<file path="config.mk">
export PLATFORM = sky130hd
export DESIGN_NAME = lcdController
export DESIGN_NICKNAME = d
export VERILOG_FILES = /design/src/rtl/lcdPkg.sv /design/src/rtl/lcdNibbleWriter.sv /design/src/rtl/lcdSequencer.sv /design/src/rtl/lcdController.sv
export SDC_FILE = /design/constraint.sdc
export NUM_CORES = 1
export LEC_CHECK = 0
export BUFFER_PORTS_ARGS = -buffer_cell sky130_fd_sc_hd__buf_2
export CAP_MARGIN = 20
export CORE_ASPECT_RATIO = 0.5
export CORE_MARGIN = 2
export CORE_UTILIZATION = 55
export DETAILED_ROUTE_END_ITERATION = 10
export PLACE_DENSITY_LB_ADDON = 0.08
export SLEW_MARGIN = 15
export SYNTH_ARGS = -nofsm -noshare
export SYNTH_HDL_FRONTEND = slang
export SYNTH_SLANG_ARGS = --single-unit
export TNS_END_PERCENT = 1
</file>
<file path="constraint.sdc">
create_clock -name Clock -period 6.39 [get_ports Clock]
set_clock_uncertainty 0.05 [all_clocks]
set_input_delay 1.917 -clock Clock [delete_from_list [all_inputs] [get_ports Clock]]
set_output_delay 1.917 -clock Clock [all_outputs]
set_load 0.02 [all_outputs]
</file>
<file path="src/rtl/lcdPkg.sv">
`default_nettype none

package lcdPkg;

   // --------------------
   // bus and counter widths
   // --------------------
   typedef logic [3:0]  lcdNibbleT;                 // one value on the 4-bit LCD bus
   typedef logic [7:0]  lcdByteT;                   // command or character code
   typedef logic [19:0] waitCountT;                 // covers the 750k power-on wait

   // --------------------
   // sequencer states
   // --------------------
   typedef enum logic [2:0]
   {
      powerOnWait,                                  // delay after reset release
      initNibble,                                   // one of the 3,3,3,2 nibbles
      initWait,                                     // extra wait after an init nibble
      configByte,                                   // 28, 06, 0C, 01
      clearWait,                                    // display clear settles
      phraseChar,                                   // data write of one character
      done                                          // sequence finished
   } seqStateT;

   // --------------------
   // phrase shown after init
   // --------------------
   localparam int PhraseLength = 10;

   // "Hola Mundo" in ASCII, first character at index 0
   localparam lcdByteT PhraseText [PhraseLength] = '{
      8'h48,                                        // H
      8'h6F,                                        // o
      8'h6C,                                        // l
      8'h61,                                        // a
      8'h20,                                        // space
      8'h4D,                                        // M
      8'h75,                                        // u
      8'h6E,                                        // n
      8'h64,                                        // d
      8'h6F                                         // o
   };

endpackage

`default_nettype wire

</file>
<file path="src/rtl/lcdNibbleWriter.sv">
`timescale 1ns/1ps
`default_nettype none

module lcdNibbleWriter #(
   parameter int EnableCycles = 12,                 // width of the enable pulse
   parameter int NibbleGap    = 50,                 // idle cycles between nibbles
   parameter int CommandWait  = 2000                // settle time after the last nibble
) (
   input  wire              Clock,
   input  wire              rstN,
   input  wire              writeStart,             // one-cycle request
   input  wire lcdPkg::lcdByteT writeByte,          // command or character
   input  wire              nibbleOnly,             // send only writeByte[3:0]
   input  wire              isData,                 // register select for this write
   output logic             writeDone,              // one-cycle completion pulse
   output lcdPkg::lcdNibbleT lcdData,
   output logic             lcdEnable,
   output logic             lcdRegisterSelect
);

   // --------------------
   // local state machine
   // --------------------
   typedef enum logic [2:0]
   {
      idle,                                         // waiting for writeStart
      setup,                                        // data and RS valid, enable low
      enableHigh,                                   // enable pulse
      hold,                                         // data held after enable falls
      gap,                                          // pause before the low nibble
      postWait                                      // command execution time
   } writerStateT;

   writerStateT       state;
   lcdPkg::waitCountT count;                        // shared down counter
   logic              onLowNibble;                  // current nibble is the last one
   lcdPkg::lcdByteT   heldByte;                     // byte latched at start

   assign lcdEnable = (state == enableHigh);        // straight decode of a register

   // byte kept for the low nibble
   always_ff @(posedge Clock)
   begin
      if (writeStart)
         heldByte <= writeByte;
   end

   always_ff @(posedge Clock or negedge rstN)
   begin
      if (!rstN)
      begin
         state             <= idle;
         count             <= '0;
         onLowNibble       <= 1'b0;
         writeDone         <= 1'b0;
         lcdData           <= '0;
         lcdRegisterSelect <= 1'b0;
      end
      else
      begin
         writeDone <= 1'b0;                         // pulse unless set below
         case (state)
            idle:
            begin
               if (writeStart)
               begin
                  onLowNibble       <= nibbleOnly;  // init nibbles skip the high half
                  lcdData           <= nibbleOnly ? writeByte[3:0] : writeByte[7:4];
                  lcdRegisterSelect <= isData;
                  state             <= setup;
               end
            end
            setup:
            begin
               count <= lcdPkg::waitCountT'(EnableCycles - 1);
               state <= enableHigh;
            end
            enableHigh:
            begin
               if (count == '0)
                  state <= hold;
               else
                  count <= count - 1'b1;
            end
            hold:
            begin
               if (!onLowNibble)
               begin
                  onLowNibble <= 1'b1;              // low nibble comes next
                  if (NibbleGap == 0)
                  begin
                     lcdData <= heldByte[3:0];
                     state   <= setup;
                  end
                  else
                  begin
                     count <= lcdPkg::waitCountT'(NibbleGap - 1);
                     state <= gap;
                  end
               end
               else if (CommandWait == 0)
               begin
                  writeDone <= 1'b1;
                  state     <= idle;
               end
               else
               begin
                  count <= lcdPkg::waitCountT'(CommandWait - 1);
                  state <= postWait;
               end
            end
            gap:
            begin
               if (count == '0)
               begin
                  lcdData <= heldByte[3:0];         // new data one cycle before enable
                  state   <= setup;
               end
               else
                  count <= count - 1'b1;
            end
            postWait:
            begin
               if (count == '0)
               begin
                  writeDone <= 1'b1;                // lines up with the return to idle
                  state     <= idle;
               end
               else
                  count <= count - 1'b1;
            end
            default:
               state <= idle;
         endcase
      end
   end

   // --------------------
   // checks
   // --------------------
   // every pulse is exactly EnableCycles cycles wide
   enablePulseWidth: assert property (@(posedge Clock) disable iff (!rstN)
      $fell(lcdEnable) |-> $past(lcdEnable, EnableCycles) && !$past(lcdEnable, EnableCycles + 1))
      else $error("lcdEnable pulse is not EnableCycles wide");

   // sequencer must wait for writeDone before the next request
   startOnlyWhenIdle: assert property (@(posedge Clock) disable iff (!rstN)
      writeStart |-> state == idle)
      else $error("writeStart while the writer is busy");

endmodule

`default_nettype wire

</file>
<file path="src/rtl/lcdSequencer.sv">
`timescale 1ns/1ps
`default_nettype none

module lcdSequencer #(
   parameter int PowerOnWait  = 750000,             // counted from reset release
   parameter int InitLongWait = 205000,             // after the first init nibble
   parameter int InitMidWait  = 5000,               // after the second init nibble
   parameter int ClearWait    = 82000               // after the clear command
) (
   input  wire              Clock,
   input  wire              rstN,
   input  wire              writeDone,              // from the writer
   output logic             writeStart,             // one-cycle request
   output lcdPkg::lcdByteT  writeByte,
   output logic             nibbleOnly,
   output logic             isData,
   output logic             initDone                // stays high once set
);

   localparam int LastInitStep   = 3;               // four init nibbles
   localparam int LastConfigStep = 3;               // four config bytes

   lcdPkg::seqStateT  state;
   logic [3:0]        stepIndex;                    // nibble, byte or character index
   lcdPkg::waitCountT timer;                        // reloaded for each wait
   logic              writePending;                 // request out, no writeDone yet
   logic              issueWrite;
   lcdPkg::lcdByteT   nextByte;
   lcdPkg::waitCountT initExtraWait;

   // --------------------
   // request decode
   // --------------------
   assign issueWrite = !writePending && (state == lcdPkg::initNibble ||
                                         state == lcdPkg::configByte ||
                                         state == lcdPkg::phraseChar);

   always_comb
   begin
      case (state)
         lcdPkg::initNibble:
            nextByte = (stepIndex == 4'(LastInitStep)) ? 8'h02 : 8'h03;
         lcdPkg::configByte:
         begin
            case (stepIndex[1:0])
               2'd0:    nextByte = 8'h28;           // 4-bit bus, two lines
               2'd1:    nextByte = 8'h06;           // entry mode, increment
               2'd2:    nextByte = 8'h0C;           // display on, no cursor
               default: nextByte = 8'h01;           // clear display
            endcase
         end
         lcdPkg::phraseChar:
            nextByte = lcdPkg::PhraseText[stepIndex];
         default:
            nextByte = '0;
      endcase
   end

   // writer CommandWait already covers the last two nibbles
   always_comb
   begin
      case (stepIndex)
         4'd0:    initExtraWait = lcdPkg::waitCountT'(InitLongWait);
         4'd1:    initExtraWait = lcdPkg::waitCountT'(InitMidWait);
         default: initExtraWait = '0;
      endcase
   end

   // payload to the writer, latched there on writeStart
   always_ff @(posedge Clock)
   begin
      if (issueWrite)
      begin
         writeByte  <= nextByte;
         nibbleOnly <= (state == lcdPkg::initNibble);
         isData     <= (state == lcdPkg::phraseChar);
      end
   end

   // --------------------
   // main sequence
   // --------------------
   always_ff @(posedge Clock or negedge rstN)
   begin
      if (!rstN)
      begin
         state        <= lcdPkg::powerOnWait;
         stepIndex    <= '0;
         timer        <= lcdPkg::waitCountT'(PowerOnWait);  // starts at release
         writePending <= 1'b0;
         writeStart   <= 1'b0;
         initDone     <= 1'b0;
      end
      else
      begin
         writeStart <= 1'b0;
         if (issueWrite)
         begin
            writeStart   <= 1'b1;
            writePending <= 1'b1;
         end
         else if (writeDone)
            writePending <= 1'b0;                   // next write may go out

         case (state)
            lcdPkg::powerOnWait:
            begin
               if (timer == '0)
                  state <= lcdPkg::initNibble;
               else
                  timer <= timer - 1'b1;
            end
            lcdPkg::initNibble:
            begin
               if (writeDone)
               begin
                  timer <= initExtraWait;           // counted from next cycle
                  state <= lcdPkg::initWait;
               end
            end
            lcdPkg::initWait:
            begin
               if (timer != '0)
                  timer <= timer - 1'b1;
               else if (stepIndex == 4'(LastInitStep))
               begin
                  stepIndex <= '0;
                  state     <= lcdPkg::configByte;
               end
               else
               begin
                  stepIndex <= stepIndex + 1'b1;
                  state     <= lcdPkg::initNibble;
               end
            end
            lcdPkg::configByte:
            begin
               if (writeDone)
               begin
                  if (stepIndex == 4'(LastConfigStep))
                  begin
                     stepIndex <= '0;
                     timer     <= lcdPkg::waitCountT'(ClearWait);
                     state     <= lcdPkg::clearWait;
                  end
                  else
                     stepIndex <= stepIndex + 1'b1;
               end
            end
            lcdPkg::clearWait:
            begin
               if (timer == '0)
                  state <= lcdPkg::phraseChar;
               else
                  timer <= timer - 1'b1;
            end
            lcdPkg::phraseChar:
            begin
               if (writeDone)
               begin
                  if (stepIndex == 4'(lcdPkg::PhraseLength - 1))
                  begin
                     initDone <= 1'b1;              // last character written
                     state    <= lcdPkg::done;
                  end
                  else
                     stepIndex <= stepIndex + 1'b1;
               end
            end
            lcdPkg::done:
               state <= lcdPkg::done;               // park until reset
            default:
               state <= lcdPkg::powerOnWait;
         endcase
      end
   end

   // --------------------
   // checks
   // --------------------
   // done only once the last write closed, and no request follows
   initDoneSticky: assert property (@(posedge Clock) disable iff (!rstN)
      initDone |=> initDone && !writeStart && !writePending)
      else $error("initDone dropped or a write followed it");

endmodule

`default_nettype wire

</file>
<file path="src/rtl/lcdController.sv">
`timescale 1ns/1ps
`default_nettype none

module lcdController #(
   // defaults for a 50 MHz clock
   parameter int EnableCycles = 12,                 // 240 ns enable pulse
   parameter int NibbleGap    = 50,                 // 1 us between nibbles
   parameter int CommandWait  = 2000,               // 40 us per command
   parameter int PowerOnWait  = 750000,             // 15 ms
   parameter int InitLongWait = 205000,             // 4.1 ms
   parameter int InitMidWait  = 5000,               // 100 us
   parameter int ClearWait    = 82000               // 1.64 ms
) (
   input  wire                    Clock,
   input  wire                    rstN,
   output wire lcdPkg::lcdNibbleT lcdData,
   output wire                    lcdEnable,
   output wire                    lcdRegisterSelect,
   output wire                    initDone
);

   // sequencer to writer
   wire                  writeStart;
   wire lcdPkg::lcdByteT writeByte;
   wire                  nibbleOnly;
   wire                  isData;
   wire                  writeDone;

   lcdSequencer #(
      .PowerOnWait  (PowerOnWait),
      .InitLongWait (InitLongWait),
      .InitMidWait  (InitMidWait),
      .ClearWait    (ClearWait)
   ) sequencer (
      .Clock      (Clock),
      .rstN       (rstN),
      .writeDone  (writeDone),
      .writeStart (writeStart),
      .writeByte  (writeByte),
      .nibbleOnly (nibbleOnly),
      .isData     (isData),
      .initDone   (initDone)
   );

   lcdNibbleWriter #(
      .EnableCycles (EnableCycles),
      .NibbleGap    (NibbleGap),
      .CommandWait  (CommandWait)
   ) writer (
      .Clock             (Clock),
      .rstN              (rstN),
      .writeStart        (writeStart),
      .writeByte         (writeByte),
      .nibbleOnly        (nibbleOnly),
      .isData            (isData),
      .writeDone         (writeDone),
      .lcdData           (lcdData),
      .lcdEnable         (lcdEnable),
      .lcdRegisterSelect (lcdRegisterSelect)
   );

endmodule

`default_nettype wire

</file>
**After elaboration in Yosys (flattened, before gate mapping)**

Memories as Yosys holds them, arrays and structs flattened.
Cells that the tools add are included.

- Register bits: 74
- Memories kept: 1
- Input bits: 2
- Logic and storage cells: 130
- Output and inout port bits: 7
- Memory bits (writable): 0
- Latch bits: 0
- ROM bits: 128

Memories:

| name | words | width | read ports | clocked after Yosys merged registers in | write ports | line | RTL |
|---|---|---|---|---|---|---|---|
| (no name shown) | 16 | 8 | 1 | 0 | 0 | lcdSequencer.sv:53 | `nextByte = lcdPkg::PhraseText[stepIndex];` |

- Reduce and logical (&&, ||, !) cells: 28
- Add/sub/neg operators: 3
- Bitwise logic cells: 1
- Equal/unequal tests: 32
- Shift-type cells: 0
- Magnitude comparators: 1
- Div/mod/pow operators: 0
- Multipliers: 0
- Mux-type cells: 48

Operators with widths:

| kind | count |
|---|---|
| two-way mux 20 bit | 6 |
| case mux 20 bit (4 select lines) | 1 |
| case mux 20 bit (3 select lines) | 1 |
| zero test 20 bit | 2 |
| subtractor 20 x 1 -> 20 bit (second input constant) | 2 |
| two-way mux 3 bit | 12 |
| case mux 18 bit (2 select lines) | 1 |
| two-way mux 4 bit | 8 |
| case mux 8 bit (3 select lines) | 1 |
| case mux 3 bit (7 select lines) | 1 |
| nonzero test 20 bit | 1 |
| != test 2 x 1 -> 1 bit (second input constant) | 9 |
| case mux 3 bit (6 select lines) | 1 |
| case mux 6 bit (3 select lines) | 1 |
| two-way mux 8 bit | 2 |
| == test 3 bit (second input constant) | 5 |
| != test 2 bit (second input constant) | 7 |
| == test 3 x 2 -> 1 bit (second input constant) | 4 |
| case mux 4 bit (3 select lines) | 1 |
| two-way mux 11 bit | 1 |
| two-way mux 1 bit | 8 |
| case mux 4 bit (2 select lines) | 1 |
| AND reduction 8 bit | 1 |
| == test 3 x 1 -> 1 bit (second input constant) | 2 |
| 26 further kinds | 34 |

**Depth between registers and ports, before layout**

Gate-level depths: netlist (run 1).

- Depth after elaboration: 5
- Gate-level depth with buffers: 8

**Hierarchy**

From an unflattened synthesis (run 1), not the netlist that was laid out.

- Cells, all modules: 454
- Area, all modules: 4262.8 um^2

By module, submodules not included:

| module | area each (um^2) | instances | sequential area each (um^2) | cells an instance |
|---|---|---|---|---|
| lcdSequencer | 2367.3 | 1 | 1033.5 | 260 |
| lcdNibbleWriter | 1895.6 | 1 | 870.8 | 194 |

**Worst setup path before layout (run 1)**

OpenSTA, ideal clock, no wires.

- Path type: register -> output
- Start point: register writer.state[2]
- End point: output lcdEnable
- Arrival time: 0.936 ns
- Required time: 4.423 ns
- Cell stages (with the launch flop): 3
- Slack: 3.487 ns
- Path buffers: 1
- Path through: dfrtp_1 -> buf_2 -> nor3b_2

- Cells in the longest elaborated chain, start to end: 1

RTL lines:

| what | line | RTL |
|---|---|---|
| from (decl) | lcdNibbleWriter.sv:34 | `writerStateT state;` |
| from (signal assigned) | lcdNibbleWriter.sv:52 | `state <= idle;` |
| from (signal assigned) | lcdNibbleWriter.sv:70 | `state <= setup;` |
| from (signal assigned) | lcdNibbleWriter.sv:76 | `state <= enableHigh;` |
| == test 3 x 2 -> 1 bit | lcdNibbleWriter.sv:39 | `assign lcdEnable = (state == enableHigh);` |
| to (decl) | lcdController.sv:17 | `output wire lcdEnable,` |

Every way passes these cells.

**Worst setup path after layout (run 1)**

- Start point: register writer.state[1]
- End point: output lcdEnable

The elaborated chain is that of the path after synthesis.

==> impl_metrics.env, run 1 <==
export IMPL_grt_pass1_wl_mm=15.7
export IMPL_cts_root_buffer="clkbuf_16"
export IMPL_initial_core_util_pct=57.0
export IMPL_place_congestion=0.859
export IMPL_cp_slowest_cell="dfrtp_1"
export IMPL_cp_cell_sequence="nor3b_2 > buf_2"
export IMPL_path_class="register to output port"
export IMPL_worstPathMaxFanout=12
export IMPL_tightest_slew_ns=1.04
export IMPL_setup_worst_path_end_class="output port"
export IMPL_cts_buffers=9
export IMPL_grt_pass1_vias=3353
export IMPL_antenna_left=0
export IMPL_grt_usage_pct=24.0
export IMPL_synthTopCellsByCount="dfrtp_1, nor2_1, o21ai_0, nand2_1, a21oi_1"
export IMPL_dieWidth_um=127
export IMPL_num_vias=3435
export IMPL_drv_cap=0
export IMPL_drtIter0Drc=412
export IMPL_drc=0
export IMPL_overflow=0
export IMPL_required_ns=4.42
export IMPL_cts_tree="done"
export IMPL_min_path_cells=0
export IMPL_ys_warn_count=0
export IMPL_place_area_mm2=0.00426
export IMPL_antenna_found_initial=0
export IMPL_post_drt_via_cell_ratio=6.31
export IMPL_slew_limit_headroom_pct=30.8
export IMPL_power_leakage_nw=1.89
export IMPL_h_tree_depth=3
export IMPL_hp_class="register to register"
export IMPL_startpoint_type="register"
export IMPL_critPathArrivalTime_ns=1.41
export IMPL_cts_buffer_depth=2
export IMPL_tns_ns=0
export IMPL_ys_flop_type="dfrtp_1"
export IMPL_async_flop_share_pct=82.2
export IMPL_ctsHoldBuffers=0
export IMPL_die_area_mm2=0.00838
export IMPL_syn_cell_area_mm2=0.00419
export IMPL_drive_gt1_share_pct=11.6
export IMPL_port_buffers=8
export IMPL_path_depth=2
export IMPL_status="completed"
export IMPL_cpPeakStageDelay_ns=0.56
export IMPL_cts_clk_slew_worst_paths_ns=0.06
export IMPL_clk_latency_ns=0.34
export IMPL_period_needed_ns=3.38
export IMPL_rr_worst_depth=5
export IMPL_design_area_mm2=0.00456
export IMPL_synth_seq_cells=73
export IMPL_ios=9
export IMPL_synth_cells=446
export IMPL_power_density_mw_per_mm2=216
export IMPL_synthTopCellsByArea="dfrtp_1, edfxtp_1, dfstp_2"
export IMPL_yosysTopAreaCellShare_pct=29.9
export IMPL_synthMostInstantiatedCell="dfrtp_1"
export IMPL_placement_rows=22
export IMPL_fmax_mhz=296
export IMPL_finalSetupViolations=0
export IMPL_synth_largest_area_cell="dfrtp_1"
export IMPL_peakVddDrop_mv=0.134
export IMPL_antennaDiodeCount=0
export IMPL_ys_seq_area_share_pct=45.4
export IMPL_cts_sinks=73
export IMPL_hpwl_mm=6.38
export IMPL_grt_max_degree=61
export IMPL_avgSynthCellArea_um2=9.40
export IMPL_maxSlewViolCount=0
export IMPL_synth_cell_types=64
export IMPL_syn_nets=458
export IMPL_wl_per_cell_um=17.2
export IMPL_area_growth_syn_to_layout_pct=8.84
export IMPL_die_h_um=65.7
export IMPL_nNetsFinal=455
export IMPL_drt_total_wl_mm=9.34
export IMPL_cp_top_family="flip-flops"
export IMPL_synth_edff_count=13
export IMPL_cts_resized=0
export IMPL_path_buf_inv=1
export IMPL_first_pass_iters=5
export IMPL_finalHoldViolations=0
export IMPL_fp_coreArea_mm2=0.00735
export IMPL_period_share_pct=52.9
export IMPL_rsz0062_at_grt="false"
export IMPL_postCtsSetupBuffers=0
-- metrics by stage --
stage	total power [mW]	hold slack, ns	utilization [%]	std cells	setup WS, ns
finish	0.985	0.399	62.1	544	3.01
global placement	0.489	0.382	58.0	528	3.42
floorplan	0.481	0.376	-	446	3.49
detailed placement	0.490	0.392	58.0	528	3.37
global route	1.02	0.405	62.1	544	2.88
CTS	0.994	0.399	62.1	544	3.01
-- cell type report --
type | instances | area, um2
Fill cell | 615 | 2790
Multi-Input combinational cell | 337 | 2140
Sequential cell | 73 | 1900
Clock buffer | 11 | 243
Tap cell | 96 | 120
Clock inverter | 5 | 55.1
Inverter | 13 | 48.8
Timing Repair Buffer | 9 | 47.5
-- path summary, 6_finish.rpt --
path / startpoint / endpoint / slack, ns
max: writer.state[1] / lcdEnable / 3.01
min: sequencer.writeByte[1] / writer.heldByte[1] / 0.40
max reg2reg: writer.state[0] / writer.count[7] / 3.51
min reg2reg: sequencer.writeByte[1] / writer.heldByte[1] / 0.40
max in group asynchronous: rstN / sequencer.timer[6] / 4.09
min in group asynchronous: rstN / writer.count[2] / 1.69
-- cells by family (layout without fill, tap and decap cells) --
family	Yosys count	count (layout)	share of synthesized area [%]
simple gates	170	170	21.7
compound gates	131	131	20.3
flops	73	73	45.4
buf+inv	36	38	3.43
mux	20	20	4.96
fa+ha+maj	10	10	2.99
xor+xnor	6	6	1.25
-- flip-flops by register name, indices dropped and copies added, names as in the netlist, 3 cells and up --
signal and count:
writer.lcdData 4, writer.count 20, sequencer.stepIndex 4, sequencer.state 3, writer.state 3, sequencer.writeByte 7, sequencer.timer 20, writer.heldByte 4
-- layer usage --
metal	vias to the layer above	global-route usage, %	part of all wire (%)
li1	1667	-	-
met3	19	6.84	4.7
met1	1660	28.5	45
met5	-	0	0
met4	0	9.62	1.9
met2	89	41.6	49
-- cell usage in the layout, fill, tap and decap left out, types with 4 or more instances in the layout --
cell | netlist | final
dfrtp_1 | 50 | 50
nor2_1 | 40 | 40
o21ai_0 | 39 | 39
nand2_1 | 36 | 36
a21oi_1 | 29 | 29
nor3_1 | 18 | 18
mux2i_1 | 14 | 14
inv_1 | 13 | 13
edfxtp_1 | 13 | 13
ha_1 | 10 | 10
dfstp_2 | 10 | 10
nor4_1 | 9 | 9
clkbuf_16 | 0 | 9
nand3_1 | 8 | 8
buf_2 | 4 | 8
nand2b_1 | 7 | 7
or4_1 | 7 | 7
or3_1 | 7 | 7
a31oi_1 | 7 | 7
o31ai_1 | 6 | 6
nor2b_1 | 6 | 6
mux2_2 | 6 | 6
o41ai_1 | 5 | 5
a22o_1 | 5 | 5
xnor2_1 | 5 | 5
and3_1 | 4 | 4
a211oi_1 | 4 | 4
nand4_1 | 4 | 4
-- power by group --
| group | switching [mW] | internal (mW) |
|---|---|---|
| combinational | 0.00733 | 0.000607 |
| clock | 0.193 | 0.311 |
| sequential | 0 | 0.473 |
| total | 0.201 | 0.785 |
No activity file was read; power rests on OpenSTA's default activity.
==> run 2, diff against run 1 <==
Clock period 6.39 ns to 3.47 ns, I/O delays scaled along.
==> impl_metrics.env, run 2 (synthesis gave the netlist of run 1 again) <==
export IMPL_status="completed"
export IMPL_tns_ns=0
export IMPL_intPower_mw=1.39
export IMPL_slew_limit_headroom_pct=39.2
export IMPL_drive_gt1_share_pct=12.6
export IMPL_multi_input_area_mm2=0.00214
export IMPL_grtUsageMet3_pct=5.94
export IMPL_worstPathMaxFanout=11
export IMPL_area_growth_syn_to_layout_pct=9.19
export IMPL_post_drt_via_cell_ratio=6.32
export IMPL_initial_core_util_pct=57.0
export IMPL_place_congestion=0.874
export IMPL_peakVddDrop_mv=0.232
export IMPL_placement_rows=22
export IMPL_dieWidth_um=127
export IMPL_drt_total_wl_mm=9.29
export IMPL_drtIter0Drc=345
export IMPL_ctsHoldBuffers=0
export IMPL_clock_power_share_pct=49.2
export IMPL_design_area_mm2=0.00458
export IMPL_grt_usage_pct=24.5
export IMPL_finalHoldViolations=0
export IMPL_busiest_layer="met2"
export IMPL_drc=0
export IMPL_cts_resized=0
export IMPL_seqPwrFrac_pct=49.8
export IMPL_pwr_share_comb_pct=0.9
export IMPL_cts_sinks=73
export IMPL_rsz0062_at_grt="false"
export IMPL_switchingPower_uw=357
export IMPL_grt_max_degree=23
export IMPL_place_area_mm2=0.00429
export IMPL_fp_coreArea_mm2=0.00735
export IMPL_postCtsSetupBuffers=0
export IMPL_dp_slack_ns=0.647
export IMPL_overflow=0
export IMPL_clk_latency_ns=0.33
export IMPL_cts_tree="done"
export IMPL_port_buffers=8
export IMPL_cts_root_buffer="clkbuf_16"
export IMPL_nFillCells=634
export IMPL_hp_class="register to register"
export IMPL_cts_buffer_depth=2
export IMPL_power_density_mw_per_mm2=382
export IMPL_antenna_found_initial=0
export IMPL_setup_ws_ns=0.595
export IMPL_grt_pass1_wl_mm=15.9
export IMPL_use_met1_pct=29.1
export IMPL_rr_worst_depth=7
export IMPL_antennaDiodeCount=0
export IMPL_period_share_pct=82.9
export IMPL_cts_buffers=9
export IMPL_use_met2_pct=41.8
export IMPL_startpoint_type="register"
export IMPL_h_tree_depth=3
export IMPL_die_area_mm2=0.00838
export IMPL_finalSetupViolations=0
export IMPL_path_class="register to register"
export IMPL_grt_pass1_vias=3436
export IMPL_cp_endpoint="sequencer.timer[5]"
export IMPL_wl_per_cell_um=17.0
export IMPL_die_h_um=65.7
export IMPL_fmax_mhz=348
export IMPL_first_pass_iters=5
export IMPL_worstReg2RegEnd="sequencer.timer[5]"
export IMPL_regArea_mm2=0.00190
export IMPL_ios=9
export IMPL_cts_clk_slew_worst_paths_ns=0.05
export IMPL_required_ns=3.64
export IMPL_reg_largest_list="sequencer.timer (20), writer.count (20), sequencer.writeByte (7)"
export IMPL_hpwl_mm=6.55
export IMPL_setup_worst_path_end_class="register"
export IMPL_critPathArrivalTime_ns=3.05
export IMPL_drv_cap=0
export IMPL_layout_common_cells="dfrtp_1, nor2_1, o21ai_0"
export IMPL_worstHoldStart="sequencer.writeByte[2]"
export IMPL_layout_commonest_cell="dfrtp_1"
export IMPL_cp_startpoint="sequencer.timer[0]"
export IMPL_swShare_pct=20.4
export IMPL_maxSlewViolCount=0
export IMPL_antenna_left=0
export IMPL_r2r_slack_ns=0.59
export IMPL_period_needed_ns=2.88
export IMPL_tightest_slew_ns=0.888
export IMPL_reg2reg_from="sequencer.timer[0]"
export IMPL_nNetsFinal=459
export IMPL_num_vias=3463
export IMPL_power_leakage_nw=1.91
==> run 2: cell count changes in the layout (fill, tap and decap cells not counted), sizes merged <==
| cell | delta |
|---|---|
| buf | +4 |
| bufinv | -1 |
| clkinv | +1 |
==> run 2: layer usage <==
metal / wire length (um) / share of wire, %
met5: 0 / 0
met1: 4130 / 44
met2: 4510 / 49
met3: 361 / 3.9
met4: 290 / 3.1
==> run 2: through the flow <==
stage,utilization (%),std cells,total power [mW],hold WS [ns]
final,62.3,548,1.75,0.401
after global placement,58.4,532,0.903,0.380
after floorplan,-,446,0.886,0.376
after global routing,62.3,548,1.81,0.410
after CTS,62.3,548,1.77,0.400
after detailed placement,58.4,532,0.904,0.389
==> run 2: layout make-up <==
cell class / count / share of cell area [%]
inverter: 13 / 1.07
tap: 96 / 2.62
multi-input combinational: 337 / 46.8
clock inverter: 5 / 0.656
sequential: 73 / 41.6
timing repair buffer: 13 / 1.69
clock buffer: 11 / 5.52
==> run 2: power groups by stage <==
stage / Combinational, mW / Sequential [mW] / Clock [mW]
floorplan: 0.000000938 / 0.886 / 0
global placement: 0.0170 / 0.886 / 0
detailed placement: 0.0177 / 0.886 / 0
CTS: 0.0176 / 0.871 / 0.886
global route: 0.0195 / 0.870 / 0.923
finish: 0.0163 / 0.871 / 0.860
==> run 2: critical path, cell delays in order, from the launching register on <==
cell	delay [ns]
dfrtp_1	0.43
inv_1	0.10
ha_1	0.14
or4b_1	0.51
or4_4	0.57
o21ai_1	0.59
o311ai_0	0.26
o41ai_1	0.13
==> run 2: how the worst min path moves through the flow <==
stage	endpoint	slack, ns	cells after the start
4_1_cts	writer.heldByte[3]	0.40	0
3_3_place_gp	writer.heldByte[0]	0.38	0
5_1_grt	writer.heldByte[1]	0.41	0
6_report	writer.heldByte[2]	0.40	0
2_1_floorplan	writer.heldByte[0]	0.38	0
3_5_place_dp	writer.heldByte[3]	0.39	0
